==> config.mk <==
export PLATFORM = sky130hd
export DESIGN_NAME = powerOptimizer
export DESIGN_NICKNAME = d
export VERILOG_FILES = /design/src/logic/powerPkg.sv /design/src/logic/dvfsController.sv /design/src/logic/gatingController.sv /design/src/logic/powerEstimator.sv /design/src/logic/powerOptimizer.sv /design/src/logic/powerStateManager.sv
export SDC_FILE = /design/constraint.sdc
export NUM_CORES = 1
export LEC_CHECK = 0
export BUFFER_PORTS_ARGS = -buffer_cell sky130_fd_sc_hd__buf_2
export CORE_MARGIN = 2
export CORE_UTILIZATION = 65
export DETAILED_ROUTE_END_ITERATION = 8
export GPL_TIMING_DRIVEN = 1
export PLACE_DENSITY = 0.9
export SETUP_SLACK_MARGIN = 0.3
export SKIP_LAST_GASP = 1
export SYNTH_ARGS = -nofsm -noshare
export SYNTH_HDL_FRONTEND = slang
export SYNTH_SLANG_ARGS = --single-unit
export TNS_END_PERCENT = 100
==> constraint.sdc <==
create_clock -name clk -period 20.6 [get_ports clk]
set_input_delay 5.15 -clock clk [delete_from_list [all_inputs] [get_ports clk]]
set_output_delay 5.15 -clock clk [all_outputs]
set_load 0.005 [all_outputs]
==> src/logic/powerPkg.sv <==
`default_nettype none

package powerPkg;

    typedef enum logic [2:0] {
        stateIdle        = 3'd0,
        stateLow         = 3'd1,
        stateBalanced    = 3'd2,
        statePerformance = 3'd3,
        stateBurst       = 3'd4,
        stateThermal     = 3'd5,
        stateCritical    = 3'd6
    } powerStateT;

    typedef enum logic [2:0] {
        wlUnknown   = 3'd0,
        wlCompute   = 3'd1,
        wlMemory    = 3'd2,
        wlControl   = 3'd3,
        wlMixed     = 3'd4,
        wlIdle      = 3'd5,
        wlStreaming = 3'd6,
        wlIrregular = 3'd7
    } workloadT;

    typedef logic [2:0] levelT;
    typedef logic [7:0] powerT;

    // Thermal and budget thresholds
    localparam powerT thermalWarning = 8'd150;
    localparam powerT thermalRelease = 8'd120;
    localparam powerT thermalCritical = 8'd180;
    localparam powerT budgetMargin = 8'd20;
    localparam logic [3:0] confidenceMin = 4'd6;

    localparam powerT lowBand = 8'd40;
    localparam powerT balancedBand = 8'd100;
    localparam powerT performanceBand = 8'd150;

    // Indexed by powerStateT, unused encodings take 20
    localparam powerT stateOverhead [0:7] = '{
        8'd5, 8'd10, 8'd15, 8'd25, 8'd35, 8'd20, 8'd20, 8'd20
    };

    // Percent of nominal power per DVFS level
    localparam logic [7:0] dvfsPercent [0:7] = '{
        8'd30, 8'd45, 8'd60, 8'd80, 8'd100, 8'd120, 8'd145, 8'd175
    };

    localparam powerT aluSaving = 8'd15;
    localparam powerT bpSaving = 8'd5;
    localparam powerT cacheSaving = 8'd12;

    localparam logic [3:0] emergencyHold = 4'd15;
    localparam int stepInterval = 8;
    localparam logic [2:0] stepHoldoff = 3'd4;
    localparam levelT resetLevel = 3'd3;

    localparam powerT tempBase = 8'd80;
    localparam powerT throttleRelief = 8'd20;
    localparam powerT resetPower = 8'd80;
    localparam powerT resetTemperature = 8'd100;

    function automatic powerT satAdd(input powerT a, input powerT b);
        logic [8:0] sum;
        sum = {1'b0, a} + {1'b0, b};
        return sum[8] ? 8'hFF : sum[7:0];
    endfunction

    function automatic powerT floorSub(input powerT a, input powerT b);
        return (a > b) ? a - b : 8'd0;
    endfunction

endpackage

`default_nettype wire

==> src/logic/dvfsController.sv <==
`timescale 1ns/1ps
`default_nettype none

module dvfsController (
    input  wire                    clk,
    input  wire                    reset,
    input  wire                    classificationValid,
    input  wire powerPkg::workloadT workloadFormat,
    input  wire [3:0]              workloadConfidence,
    input  wire                    performanceMode,
    input  wire                    activeProcessor,
    input  wire powerPkg::powerT   currentTotalPower,
    input  wire powerPkg::powerT   powerBudget,
    input  wire powerPkg::powerT   temperatureEstimate,
    input  wire                    thermalThrottle,
    input  wire                    emergencyActive,
    output powerPkg::levelT        clockFrequencyLevel,
    output powerPkg::levelT        voltageLevel
);

    import powerPkg::*;

    localparam int timerWidth = $clog2(stepInterval);

    levelT                 level;
    levelT                 target;
    levelT                 workloadTarget;
    logic [timerWidth-1:0] stepTimer;
    logic [2:0]            holdoff;
    logic                  confident;
    logic                  overBudget;
    logic                  stepReady;
    logic                  raiseAllowed;

    always_comb begin
        case (workloadFormat)
            wlIdle:      workloadTarget = 3'd1;
            wlCompute:   workloadTarget = performanceMode ? 3'd6 : 3'd4;
            wlStreaming: workloadTarget = 3'd4;
            // Memory, mixed and the rest sit at the middle level
            default:     workloadTarget = 3'd3;
        endcase
    end

    always_comb begin
        confident = classificationValid && (workloadConfidence >= confidenceMin);
        overBudget = currentTotalPower > powerBudget;
        stepReady = (stepTimer == timerWidth'(stepInterval - 1)) && (holdoff == 3'd0);
        // An idle core gains nothing from a faster clock
        raiseAllowed = !thermalThrottle && activeProcessor;
    end

    always_ff @(posedge clk) begin
        if (!reset) begin
            level <= resetLevel;
            target <= resetLevel;
            stepTimer <= '0;
            holdoff <= 3'd0;
        end else begin
            stepTimer <= stepTimer + timerWidth'(1);
            if (holdoff != 3'd0) begin
                holdoff <= holdoff - 3'd1;
            end

            if (emergencyActive) begin
                level <= 3'd0;
            end else begin
                // Budget pressure wins over the workload hint
                if (overBudget && level != 3'd0) begin
                    target <= level - 3'd1;
                end else if (confident) begin
                    target <= workloadTarget;
                end

                if (temperatureEstimate > thermalWarning && level > 3'd1) begin
                    level <= level - 3'd1;
                end else if (stepReady) begin
                    if (raiseAllowed && level < target) begin
                        level <= level + 3'd1;
                        holdoff <= stepHoldoff;
                    end else if (level > target) begin
                        level <= level - 3'd1;
                        holdoff <= stepHoldoff;
                    end
                end
            end
        end
    end

    // Voltage tracks frequency one to one
    assign clockFrequencyLevel = level;
    assign voltageLevel = level;

endmodule

`default_nettype wire

==> src/logic/gatingController.sv <==
`timescale 1ns/1ps
`default_nettype none

module gatingController (
    input  wire                     clk,
    input  wire                     reset,
    input  wire                     classificationValid,
    input  wire powerPkg::workloadT workloadFormat,
    input  wire [3:0]               workloadConfidence,
    input  wire                     activeProcessor,
    input  wire powerPkg::powerT    currentTotalPower,
    input  wire powerPkg::powerT    powerBudget,
    input  wire                     emergencyActive,
    output logic                    powerGateALU,
    output logic                    powerGateBranchPredictor,
    output logic                    powerGateCache
);

    import powerPkg::*;

    logic confident;

    assign confident = classificationValid && (workloadConfidence >= confidenceMin);

    always_ff @(posedge clk) begin
        if (!reset) begin
            powerGateALU <= 1'b0;
            powerGateBranchPredictor <= 1'b0;
            powerGateCache <= 1'b0;
        end else if (emergencyActive) begin
            powerGateALU <= !activeProcessor;
            powerGateBranchPredictor <= 1'b1;
            powerGateCache <= 1'b1;
        end else begin
            if (confident) begin
                case (workloadFormat)
                    wlIdle: begin
                        if (!activeProcessor) begin
                            powerGateALU <= 1'b1;
                            powerGateBranchPredictor <= 1'b1;
                            powerGateCache <= 1'b1;
                        end
                    end
                    wlCompute, wlMixed: begin
                        powerGateALU <= 1'b0;
                        powerGateCache <= 1'b0;
                    end
                    wlMemory: begin
                        powerGateBranchPredictor <= 1'b0;
                        powerGateALU <= !activeProcessor;
                    end
                    wlStreaming: begin
                        powerGateCache <= 1'b0;
                        powerGateALU <= !activeProcessor;
                    end
                    default: begin
                    end
                endcase
            end

            // Over budget and idle overrides the workload rules
            if (currentTotalPower > powerBudget && !activeProcessor) begin
                powerGateALU <= 1'b1;
                powerGateCache <= 1'b1;
            end
        end
    end

endmodule

`default_nettype wire

==> src/logic/powerEstimator.sv <==
`timescale 1ns/1ps
`default_nettype none

module powerEstimator (
    input  wire                  clk,
    input  wire                  reset,
    input  wire powerPkg::powerT powerALU,
    input  wire powerPkg::powerT powerRegister,
    input  wire powerPkg::powerT powerBranchPredictor,
    input  wire powerPkg::powerT powerCache,
    input  wire powerPkg::powerT powerCore,
    input  wire powerPkg::powerStateT powerState,
    input  wire powerPkg::levelT clockFrequencyLevel,
    input  wire                  powerGateALU,
    input  wire                  powerGateBranchPredictor,
    input  wire                  powerGateCache,
    output powerPkg::powerT      currentTotalPower
);

    import powerPkg::*;

    logic [10:0] componentSum;
    logic [15:0] scaledProduct;
    logic [15:0] scaledValue;
    powerT       gateSaving;

    powerT sumStage;
    powerT overheadStage;
    powerT scaledStage;

    // Five 8-bit terms fit in 11 bits
    always_comb begin
        componentSum = 11'(powerALU) + 11'(powerRegister) + 11'(powerBranchPredictor)
                     + 11'(powerCache) + 11'(powerCore);
    end

    always_comb begin
        scaledProduct = 16'(overheadStage) * 16'(dvfsPercent[clockFrequencyLevel]);
        scaledValue = scaledProduct / 16'd100;
    end

    // Savings of all gated blocks taken off in one subtraction
    always_comb begin
        gateSaving = 8'd0;
        if (powerGateALU) begin
            gateSaving = gateSaving + aluSaving;
        end
        if (powerGateBranchPredictor) begin
            gateSaving = gateSaving + bpSaving;
        end
        if (powerGateCache) begin
            gateSaving = gateSaving + cacheSaving;
        end
    end

    always_ff @(posedge clk) begin
        if (!reset) begin
            sumStage <= resetPower;
            overheadStage <= resetPower;
            scaledStage <= resetPower;
            currentTotalPower <= resetPower;
        end else begin
            // Stage 1 component sum
            sumStage <= (componentSum > 11'd255) ? 8'hFF : componentSum[7:0];

            // Stage 2 state overhead
            overheadStage <= satAdd(sumStage, stateOverhead[powerState]);

            // Stage 3 frequency scaling
            scaledStage <= (scaledValue > 16'd255) ? 8'hFF : scaledValue[7:0];

            // Stage 4 gating savings
            currentTotalPower <= floorSub(scaledStage, gateSaving);
        end
    end

endmodule

`default_nettype wire

==> src/logic/powerOptimizer.sv <==
`timescale 1ns/1ps
`default_nettype none

module powerOptimizer (
    input  wire                       clk,
    input  wire                       reset,
    input  wire powerPkg::powerT      powerALU,
    input  wire powerPkg::powerT      powerRegister,
    input  wire powerPkg::powerT      powerBranchPredictor,
    input  wire powerPkg::powerT      powerCache,
    input  wire powerPkg::powerT      powerCore,
    input  wire powerPkg::workloadT   workloadFormat,
    input  wire [3:0]                 workloadConfidence,
    input  wire                       classificationValid,
    input  wire                       activeProcessor,
    input  wire powerPkg::powerT      powerBudget,
    input  wire powerPkg::powerT      thermalReading,
    input  wire                       performanceMode,
    output wire powerPkg::powerT      currentTotalPower,
    output wire powerPkg::powerStateT powerState,
    output wire powerPkg::powerT      temperatureEstimate,
    output wire                       thermalThrottle,
    output wire powerPkg::levelT      clockFrequencyLevel,
    output wire powerPkg::levelT      voltageLevel,
    output wire                       powerGateALU,
    output wire                       powerGateBranchPredictor,
    output wire                       powerGateCache
);

    wire emergencyActive;

    powerEstimator powerEstimator_i (
        .clk                      (clk),
        .reset                    (reset),
        .powerALU                 (powerALU),
        .powerRegister            (powerRegister),
        .powerBranchPredictor     (powerBranchPredictor),
        .powerCache               (powerCache),
        .powerCore                (powerCore),
        .powerState               (powerState),
        .clockFrequencyLevel      (clockFrequencyLevel),
        .powerGateALU             (powerGateALU),
        .powerGateBranchPredictor (powerGateBranchPredictor),
        .powerGateCache           (powerGateCache),
        .currentTotalPower        (currentTotalPower)
    );

    powerStateManager powerStateManager_i (
        .clk                 (clk),
        .reset               (reset),
        .currentTotalPower   (currentTotalPower),
        .thermalReading      (thermalReading),
        .powerBudget         (powerBudget),
        .activeProcessor     (activeProcessor),
        .temperatureEstimate (temperatureEstimate),
        .thermalThrottle     (thermalThrottle),
        .emergencyActive     (emergencyActive),
        .powerState          (powerState)
    );

    dvfsController dvfsController_i (
        .clk                 (clk),
        .reset               (reset),
        .classificationValid (classificationValid),
        .workloadFormat      (workloadFormat),
        .workloadConfidence  (workloadConfidence),
        .performanceMode     (performanceMode),
        .activeProcessor     (activeProcessor),
        .currentTotalPower   (currentTotalPower),
        .powerBudget         (powerBudget),
        .temperatureEstimate (temperatureEstimate),
        .thermalThrottle     (thermalThrottle),
        .emergencyActive     (emergencyActive),
        .clockFrequencyLevel (clockFrequencyLevel),
        .voltageLevel        (voltageLevel)
    );

    gatingController gatingController_i (
        .clk                      (clk),
        .reset                    (reset),
        .classificationValid      (classificationValid),
        .workloadFormat           (workloadFormat),
        .workloadConfidence       (workloadConfidence),
        .activeProcessor          (activeProcessor),
        .currentTotalPower        (currentTotalPower),
        .powerBudget              (powerBudget),
        .emergencyActive          (emergencyActive),
        .powerGateALU             (powerGateALU),
        .powerGateBranchPredictor (powerGateBranchPredictor),
        .powerGateCache           (powerGateCache)
    );

endmodule

`default_nettype wire

==> src/logic/powerStateManager.sv <==
`timescale 1ns/1ps
`default_nettype none

module powerStateManager (
    input  wire                  clk,
    input  wire                  reset,
    input  wire powerPkg::powerT currentTotalPower,
    input  wire powerPkg::powerT thermalReading,
    input  wire powerPkg::powerT powerBudget,
    input  wire                  activeProcessor,
    output powerPkg::powerT      temperatureEstimate,
    output logic                 thermalThrottle,
    output logic                 emergencyActive,
    output powerPkg::powerStateT powerState
);

    import powerPkg::*;

    logic [9:0] tempSum;
    powerT      tempRaw;
    powerT      tempNext;
    powerT      budgetLimit;
    logic       trigger;
    logic [3:0] countdown;

    // Simple thermal model from power and the sensor
    always_comb begin
        tempSum = 10'(tempBase) + 10'(currentTotalPower / 8'd3) + 10'(thermalReading / 8'd4);
        tempRaw = (tempSum > 10'd255) ? 8'hFF : tempSum[7:0];
        if (thermalThrottle) begin
            tempNext = floorSub(tempRaw, throttleRelief);
        end else begin
            tempNext = tempRaw;
        end
    end

    always_comb begin
        budgetLimit = satAdd(powerBudget, budgetMargin);
        trigger = (temperatureEstimate > thermalCritical) || (currentTotalPower > budgetLimit);
    end

    always_ff @(posedge clk) begin
        if (!reset) begin
            temperatureEstimate <= resetTemperature;
            countdown <= 4'd0;
            emergencyActive <= 1'b0;
            thermalThrottle <= 1'b0;
        end else begin
            temperatureEstimate <= tempNext;

            // Every trigger restarts the hold
            if (trigger) begin
                countdown <= emergencyHold;
            end else if (countdown != 4'd0) begin
                countdown <= countdown - 4'd1;
            end
            emergencyActive <= (countdown != 4'd0);

            // Hysteresis between warning and release
            if (trigger || temperatureEstimate > thermalWarning) begin
                thermalThrottle <= 1'b1;
            end else if (!emergencyActive && temperatureEstimate < thermalRelease) begin
                thermalThrottle <= 1'b0;
            end
        end
    end

    always_ff @(posedge clk) begin
        if (!reset) begin
            powerState <= stateBalanced;
        end else if (emergencyActive) begin
            powerState <= stateCritical;
        end else if (!activeProcessor) begin
            powerState <= stateIdle;
        end else if (currentTotalPower < lowBand) begin
            powerState <= stateLow;
        end else if (currentTotalPower < balancedBand) begin
            powerState <= stateBalanced;
        end else if (currentTotalPower < performanceBand) begin
            powerState <= statePerformance;
        end else begin
            powerState <= stateBurst;
        end
    end

endmodule

`default_nettype wire

### After elaboration in Yosys (flattened, before gate mapping)

Memory sizes are Yosys's and may differ from the RTL's.
Cells that the tools add are included.
Widths: inputs -> output; s select.

* add/sub/neg operators: 17
* multiply operators: 1
* div/mod/pow operators: 2
* order comparisons: 19
* equality and inequality tests: 8
* muxes and demuxes: 51
* bitwise gates (word level): 5
* reductions and logical operators: 44

Operators with widths (count)
* $mux 8: 13
* $mux 3: 17
* $add 11x8->11: 3
* $gt 8x8->1: 3
* $add 8x8->9: 2
* $reduce_bool 3->1: 6
* $div 16x7->16 const B: 1
* $gt 16x8->1 const B: 1
* $gt 8x8->1 const B: 2
* $lt 8x7->1 const B: 2
* $mul 8x8->16: 1
* $eq 3x3->1 const B: 4
* $mux 4: 3
* $reduce_bool 4->1: 3
* $reduce_or 2->1: 6
* $gt 11x8->1 const B: 1
* $mux 1: 11
* $add 10x6->10: 1
* $add 7x10->10 const A: 1
* $div 8x2->10 const B: 1
* $gt 10x8->1 const B: 1
* $reduce_bool 2->1: 5
* $add 8x5->9 const B: 1
* $pmux 3 s3: 1
* other kinds (33): 57

* bits in registers: 64
* bits in read-only memories: 128
* bits of input ports: 68
* output and inout bits: 29
* word-level logic and storage cells: 172
* memories: 2

Memory list
* (no name shown): depth 8, bits a word 8, read ports 1, clocked after Yosys merged registers in 0, wr ports 0, line powerEstimator.sv:38 `scaledProduct = 16'(overheadStage) * 16'(dvfsPercent[clockFrequencyLevel]);`
* (no name shown): depth 8, bits a word 8, read ports 1, clocked after Yosys merged registers in 0, wr ports 0, line powerEstimator.sv:67 `overheadStage <= satAdd(sumStage, stateOverhead[powerState]);`

### Logic depth before layout (Yosys ltp)

* depth in word-level cells: 8
* mapped depth: 40

### Modules after synthesis

Synthesis repeated with hierarchy kept, for this count alone.

* cells, all modules: 1241
* area total of the unflattened synthesis: 10342.4 um^2

By module, submodules not included
* powerEstimator: times used 1, cells each 792, area an instance 6796.5 um^2, seq. area each 640.6 um^2
* powerStateManager: times used 1, cells each 259, area an instance 2005.7 um^2, seq. area each 340.3 um^2
* dvfsController: times used 1, cells each 131, area an instance 1097.3 um^2, seq. area each 240.2 um^2
* gatingController: times used 1, cells each 59, area an instance 442.9 um^2, seq. area each 60.1 um^2

### Worst setup path before layout

No wires, ideal clock.

* kind: register to register
* start point: reg dvfsController_i.level[0], in the netlist dvfsController_i.clockFrequencyLevel[0]
* end point: reg powerEstimator_i.scaledStage[0]
* setup time: 0.079 ns
* arrival time: 10.188 ns
* setup slack: 10.333 ns
* stages on the path, launching flop included: 37
* buffers on the path: 1
* clock period less this slack: 10.267 ns
* cell sequence: dfxtp_1 -> inv_1 -> ha_1 -> nand2_1 -> o21ai_0 -> and2_1 -> fa_1 -> fa_1 -> fa_1 -> inv_1 -> fa_1 -> inv_1 -> ha_1 -> buf_2 -> a21oi_1 -> o21ai_0 -> a22oi_1 -> a211o_1 -> a21oi_1 -> o31ai_1 -> a21boi_4 -> o41a_2 -> xnor2_4 -> a211oi_4 -> o22ai_4 -> o2bb2ai_2 -> maj3_2 -> xnor2_2 -> a211o_1 -> and2_4 -> o311a_1 -> a311oi_2 -> a31oi_2 -> or4_1 -> and3_1 -> or4_1 -> o211ai_1

* longest elaborated chain between the ends: 8

Ends and longest elaborated chain
* start: declaration: line dvfsController.sv:25 `levelT level;`
* start signal: assignment: line dvfsController.sv:55 `level <= resetLevel;`
* start signal: assignment: line dvfsController.sv:76 `level <= level - 3'd1;`
* start signal: assignment: line dvfsController.sv:79 `level <= level + 3'd1;`
* $not 3->4 (not written as such) *: line powerEstimator.sv:38
* $mem_v2 8x8 *
* $mux 8 (not written as such) * (2 in series): line powerEstimator.sv:38
* $mul 8x8->16 *: line powerEstimator.sv:38
* $div 16x7->16 *: line powerEstimator.sv:39 `scaledValue = scaledProduct / 16'd100;`
* $gt 16x8->1: line powerEstimator.sv:70 `scaledStage <= (scaledValue > 16'd255) ? 8'hFF : scaledValue[7:0];`
* $mux 8 *: line powerEstimator.sv:70
* end signal: assignment: line powerEstimator.sv:60 `scaledStage <= resetPower;`
* end signal: assignment: line powerEstimator.sv:70
* end: declaration: line powerEstimator.sv:29 `powerT scaledStage;`

Every way passes the cells marked *; elsewhere a longest branch is shown, timed or not. The select of a mux whose other input is x is not followed.
A chain may end at the register's enable or synchronous reset.

### Final worst setup path

* start point: reg dvfsController_i.level[1], in the netlist dvfsController_i.clockFrequencyLevel[1]
* end point: reg powerEstimator_i.scaledStage[0]

The elaborated chain is that of the path after synthesis.

==> results.py <==
metrics = {
    "run_status": {
        "status": "complete, no violations",
    },
    "clock_network": {
        "cts_made_buffers": 9,
        "clkLatencyLatePin_ns": 0.34,
        "clkSinkCount": 64,
        "ctsHtreeMaxLevel": 3,
        "cts_tree": "done",
        "root_buffer": "clkbuf_16",
        "cts_buffer_depth": 2,
        "cts_setup_buffers": 0,
        "clkTransAtPathRegs_ns": 0.06,
        "postCtsHoldBufs": 0,
        "cts-resized-gates": 0,
    },
    "grt": {
        "grt.total_usage_pct": 29.7,
        "grt_pass1_vias": 8880,
        "grt_max_degree": 32,
        "overflow": 0,
        "antenna_found_initial": 0,
        "grt_pass1_wl_mm": 40.5,
    },
    "worst_setup_path": {
        "critPathLaunchType": "flip-flop",
        "max_stage_delay_ns": 0.96,
        "reg2regPathDepth": 35,
        "r2r_end": "powerEstimator_i.scaledStage[0]",
        "critical_path.slowest_cell": "a32oi_1",
        "r2r_slack_ns": 7.66,
        "r2r-start": "dvfsController_i.clockFrequencyLevel[1]",
        "path_max_fanout": 18,
        "required_ns": 20.85,
        "end_kind": "flip-flop",
        "cp.arrival_ns": 13.19,
        "crit_type": "reg -> reg",
    },
    "synth": {
        "synth-main-ff-cell": "dfxtp_1",
        "syn_inst": 1257,
        "yosysMostFrequentCell": "inv_1",
        "synth_edf_count": 0,
        "synthTopCellsByArea": "ha_1 16%, dfxtp_1 13%, fa_1 11%",
        "netlist_top_cells_count": "132 x inv_1, 123 x ha_1, 113 x nor2_1, 90 x nand2_1, 69 x a21oi_1",
        "seq_area_frac_synth_pct": 12.9,
        "synth_cell_type_count": 96,
        "synth_area_leader_cell": "ha_1",
        "synth_fp_nets": 1504,
        "yosys.area.top_type_share_pct": 15.5,
        "ys_warn_count": 0,
        "synth.avg_cell_area_sq_um": 7.89,
        "yosys_register_bits": 64,
        "synth_area_sq_um": 9920,
        "async_reset_ff_share_pct": 0,
    },
    "route": {
        "dr.pass1.iters": 5,
        "drt_wl_total_mm": 23.6,
        "drc": 0,
        "avgRoutedWirePerCell_microns": 15.6,
        "via_count": 9276,
        "drtAntennaViolNets": 0,
        "via_per_inst": 6.14,
        "drt_iter0_drc": 779,
    },
    "timing": {
        "period_share_pct": 62.8,
        "max_clock_freq_ghz": 0.0773,
        "finalSetupTns_ns": 0,
        "rsz0062_at_grt": "false",
        "max-slew-margin-rel_pct": 15.3,
        "clock_skew_ns": 0.00585,
        "final-hold-violation-count": 0,
        "setup_viol": 0,
        "tightest_slew_ns": 1.27,
        "fin_crit_ns": 12.94,
        "drv_slew": 0,
    },
    "floorplanning": {
        "io_pins": 97,
        "rows": 45,
        "coreArea_sq_um": 15000,
        "die_area_sq_um": 16300,
        "die_w_microns": 128,
        "die_h_microns": 128,
        "start_util_pct": 66.0,
    },
    "min_path": {
        "holdPathEnd": "dvfsController_i.stepTimer[0]",
        "hold_path.class": "reg -> reg",
        "hp-start": "dvfsController_i.stepTimer[0]",
        "whs_path_depth": 1,
    },
    "finish": {
        "syn_to_final_growth_pct": 8.32,
        "fin_nets": 1564,
        "diodes": 0,
        "drive_above_1_share_pct": 11.4,
    },
    "flow_run": {
        "cap_violations": 0,
    },
    "placement": {
        "port_buffers": 93,
        "dp_hpwl_mm": 18.1,
        "routabilityCongestion": 0.914,
    },
}
-- registers in the layout, summed over array words and instances (netlist names) --
register,cells
dvfsController_i.clockFrequencyLevel,3
dvfsController_i.holdoff,3
dvfsController_i.stepTimer,3
dvfsController_i.target,3
gatingController_i.powerGateALU,1
gatingController_i.powerGateBranchPredictor,1
gatingController_i.powerGateCache,1
powerEstimator_i.currentTotalPower,8
powerEstimator_i.overheadStage,8
powerEstimator_i.scaledStage,8
powerEstimator_i.sumStage,8
powerStateManager_i.countdown,4
powerStateManager_i.emergencyActive,1
powerStateManager_i.powerState,3
powerStateManager_i.temperatureEstimate,8
powerStateManager_i.thermalThrottle,1
-- cells in the final DEF (no fill, tap or decap), types with 9 or more instances in the layout --
cell type	netlist	routed
o21a_1	14	14
buf_2	5	93
a211oi_1	9	9
dfxtp_1	64	64
o211ai_1	17	17
inv_1	132	132
nor2_1	113	113
xor2_1	17	17
xnor2_1	43	43
nor2b_1	40	40
ha_1	123	123
a31oi_1	15	15
a21oi_1	69	69
fa_1	56	56
mux2i_1	14	14
nor3_1	29	29
o21ai_0	63	63
clkbuf_16	0	9
nand2b_1	21	21
a21o_1	22	22
nand3_1	30	30
and3_1	16	16
and2_1	40	40
o21bai_1	9	9
nand2_1	90	90
-- worst max-delay path: cells and delay by family, from the launching register on --
kind	cells	cell delay, ns
AO/OA/AOI/OAI	15	6.41
XOR/XNOR	2	0.63
adder cells (fa/ha/maj)	6	2.84
buffers and inverters	4	0.41
flip-flops	1	0.67
AND/OR/NAND/NOR	8	1.88
-- metrics by stage --
stage | setup WS (ns) | util, % | std cells | hold WS, ns | instance area, sq um
final | 7.66 | 71.5 | 1510 | 0.434 | 10700
after global routing | 6.67 | 71.5 | 1510 | 0.462 | 10700
after CTS | 7.91 | 71.5 | 1510 | 0.432 | 10700
after detailed placement | 7.95 | 69.4 | 1494 | 0.422 | 10400
after global placement | 8.31 | 69.4 | 1494 | 0.410 | 10400
after floorplan | 10.33 | - | 1257 | 0.399 | 9920
-- per-layer routing --
layer / vias to the layer above / track usage (%) / wire, microns
met3: 46 / 3.43 / 1210
met2: 325 / 51.3 / 11600
met1: 4366 / 38.8 / 10200
met4: 0 / 9.70 / 537
li1: 4539 / - / -
met5: - / 0 / 0
-- area by class of cell --
cell class                 count  area [sq um]
multi-input combinational   1016          7960
fill                        1153          4290
sequential                    64          1280
inverter                     133           499
timing repair buffer          93           465
clock buffer                  10           239
tap                          188           235
clock inverter                 6          68.8
-- cells by family (layout without fill, tap and decap cells) --
kind of cell | after synthesis | after routing | share of synthesized area [%]
adder cells (fa/ha/maj) | 181 | 181 | 27.0
flip-flops | 64 | 64 | 12.9
AND/OR/NAND/NOR | 425 | 425 | 21.4
multiplexers | 17 | 17 | 1.78
AO/OA/AOI/OAI | 328 | 328 | 23.8
XOR/XNOR | 65 | 65 | 6.23
buffers and inverters | 177 | 242 | 6.87
-- worst max path at each step --
stage | from | end | slack [ns] | cells past startpoint
after floorplan | dvfsController_i.clockFrequencyLevel[0] | powerEstimator_i.scaledStage[0] | 10.33 | 36
after global placement | dvfsController_i.clockFrequencyLevel[1] | powerEstimator_i.scaledStage[0] | 8.31 | 35
after detailed placement | dvfsController_i.clockFrequencyLevel[1] | powerEstimator_i.scaledStage[0] | 7.95 | 35
after CTS | dvfsController_i.clockFrequencyLevel[1] | powerEstimator_i.scaledStage[0] | 7.91 | 35
after global routing | dvfsController_i.clockFrequencyLevel[1] | powerEstimator_i.scaledStage[0] | 6.67 | 35
final | dvfsController_i.clockFrequencyLevel[1] | powerEstimator_i.scaledStage[0] | 7.66 | 35
Power is left out: the tool's default activity adds up to more than one toggle a clock period on the data nets, which glitch-free logic cannot reach.
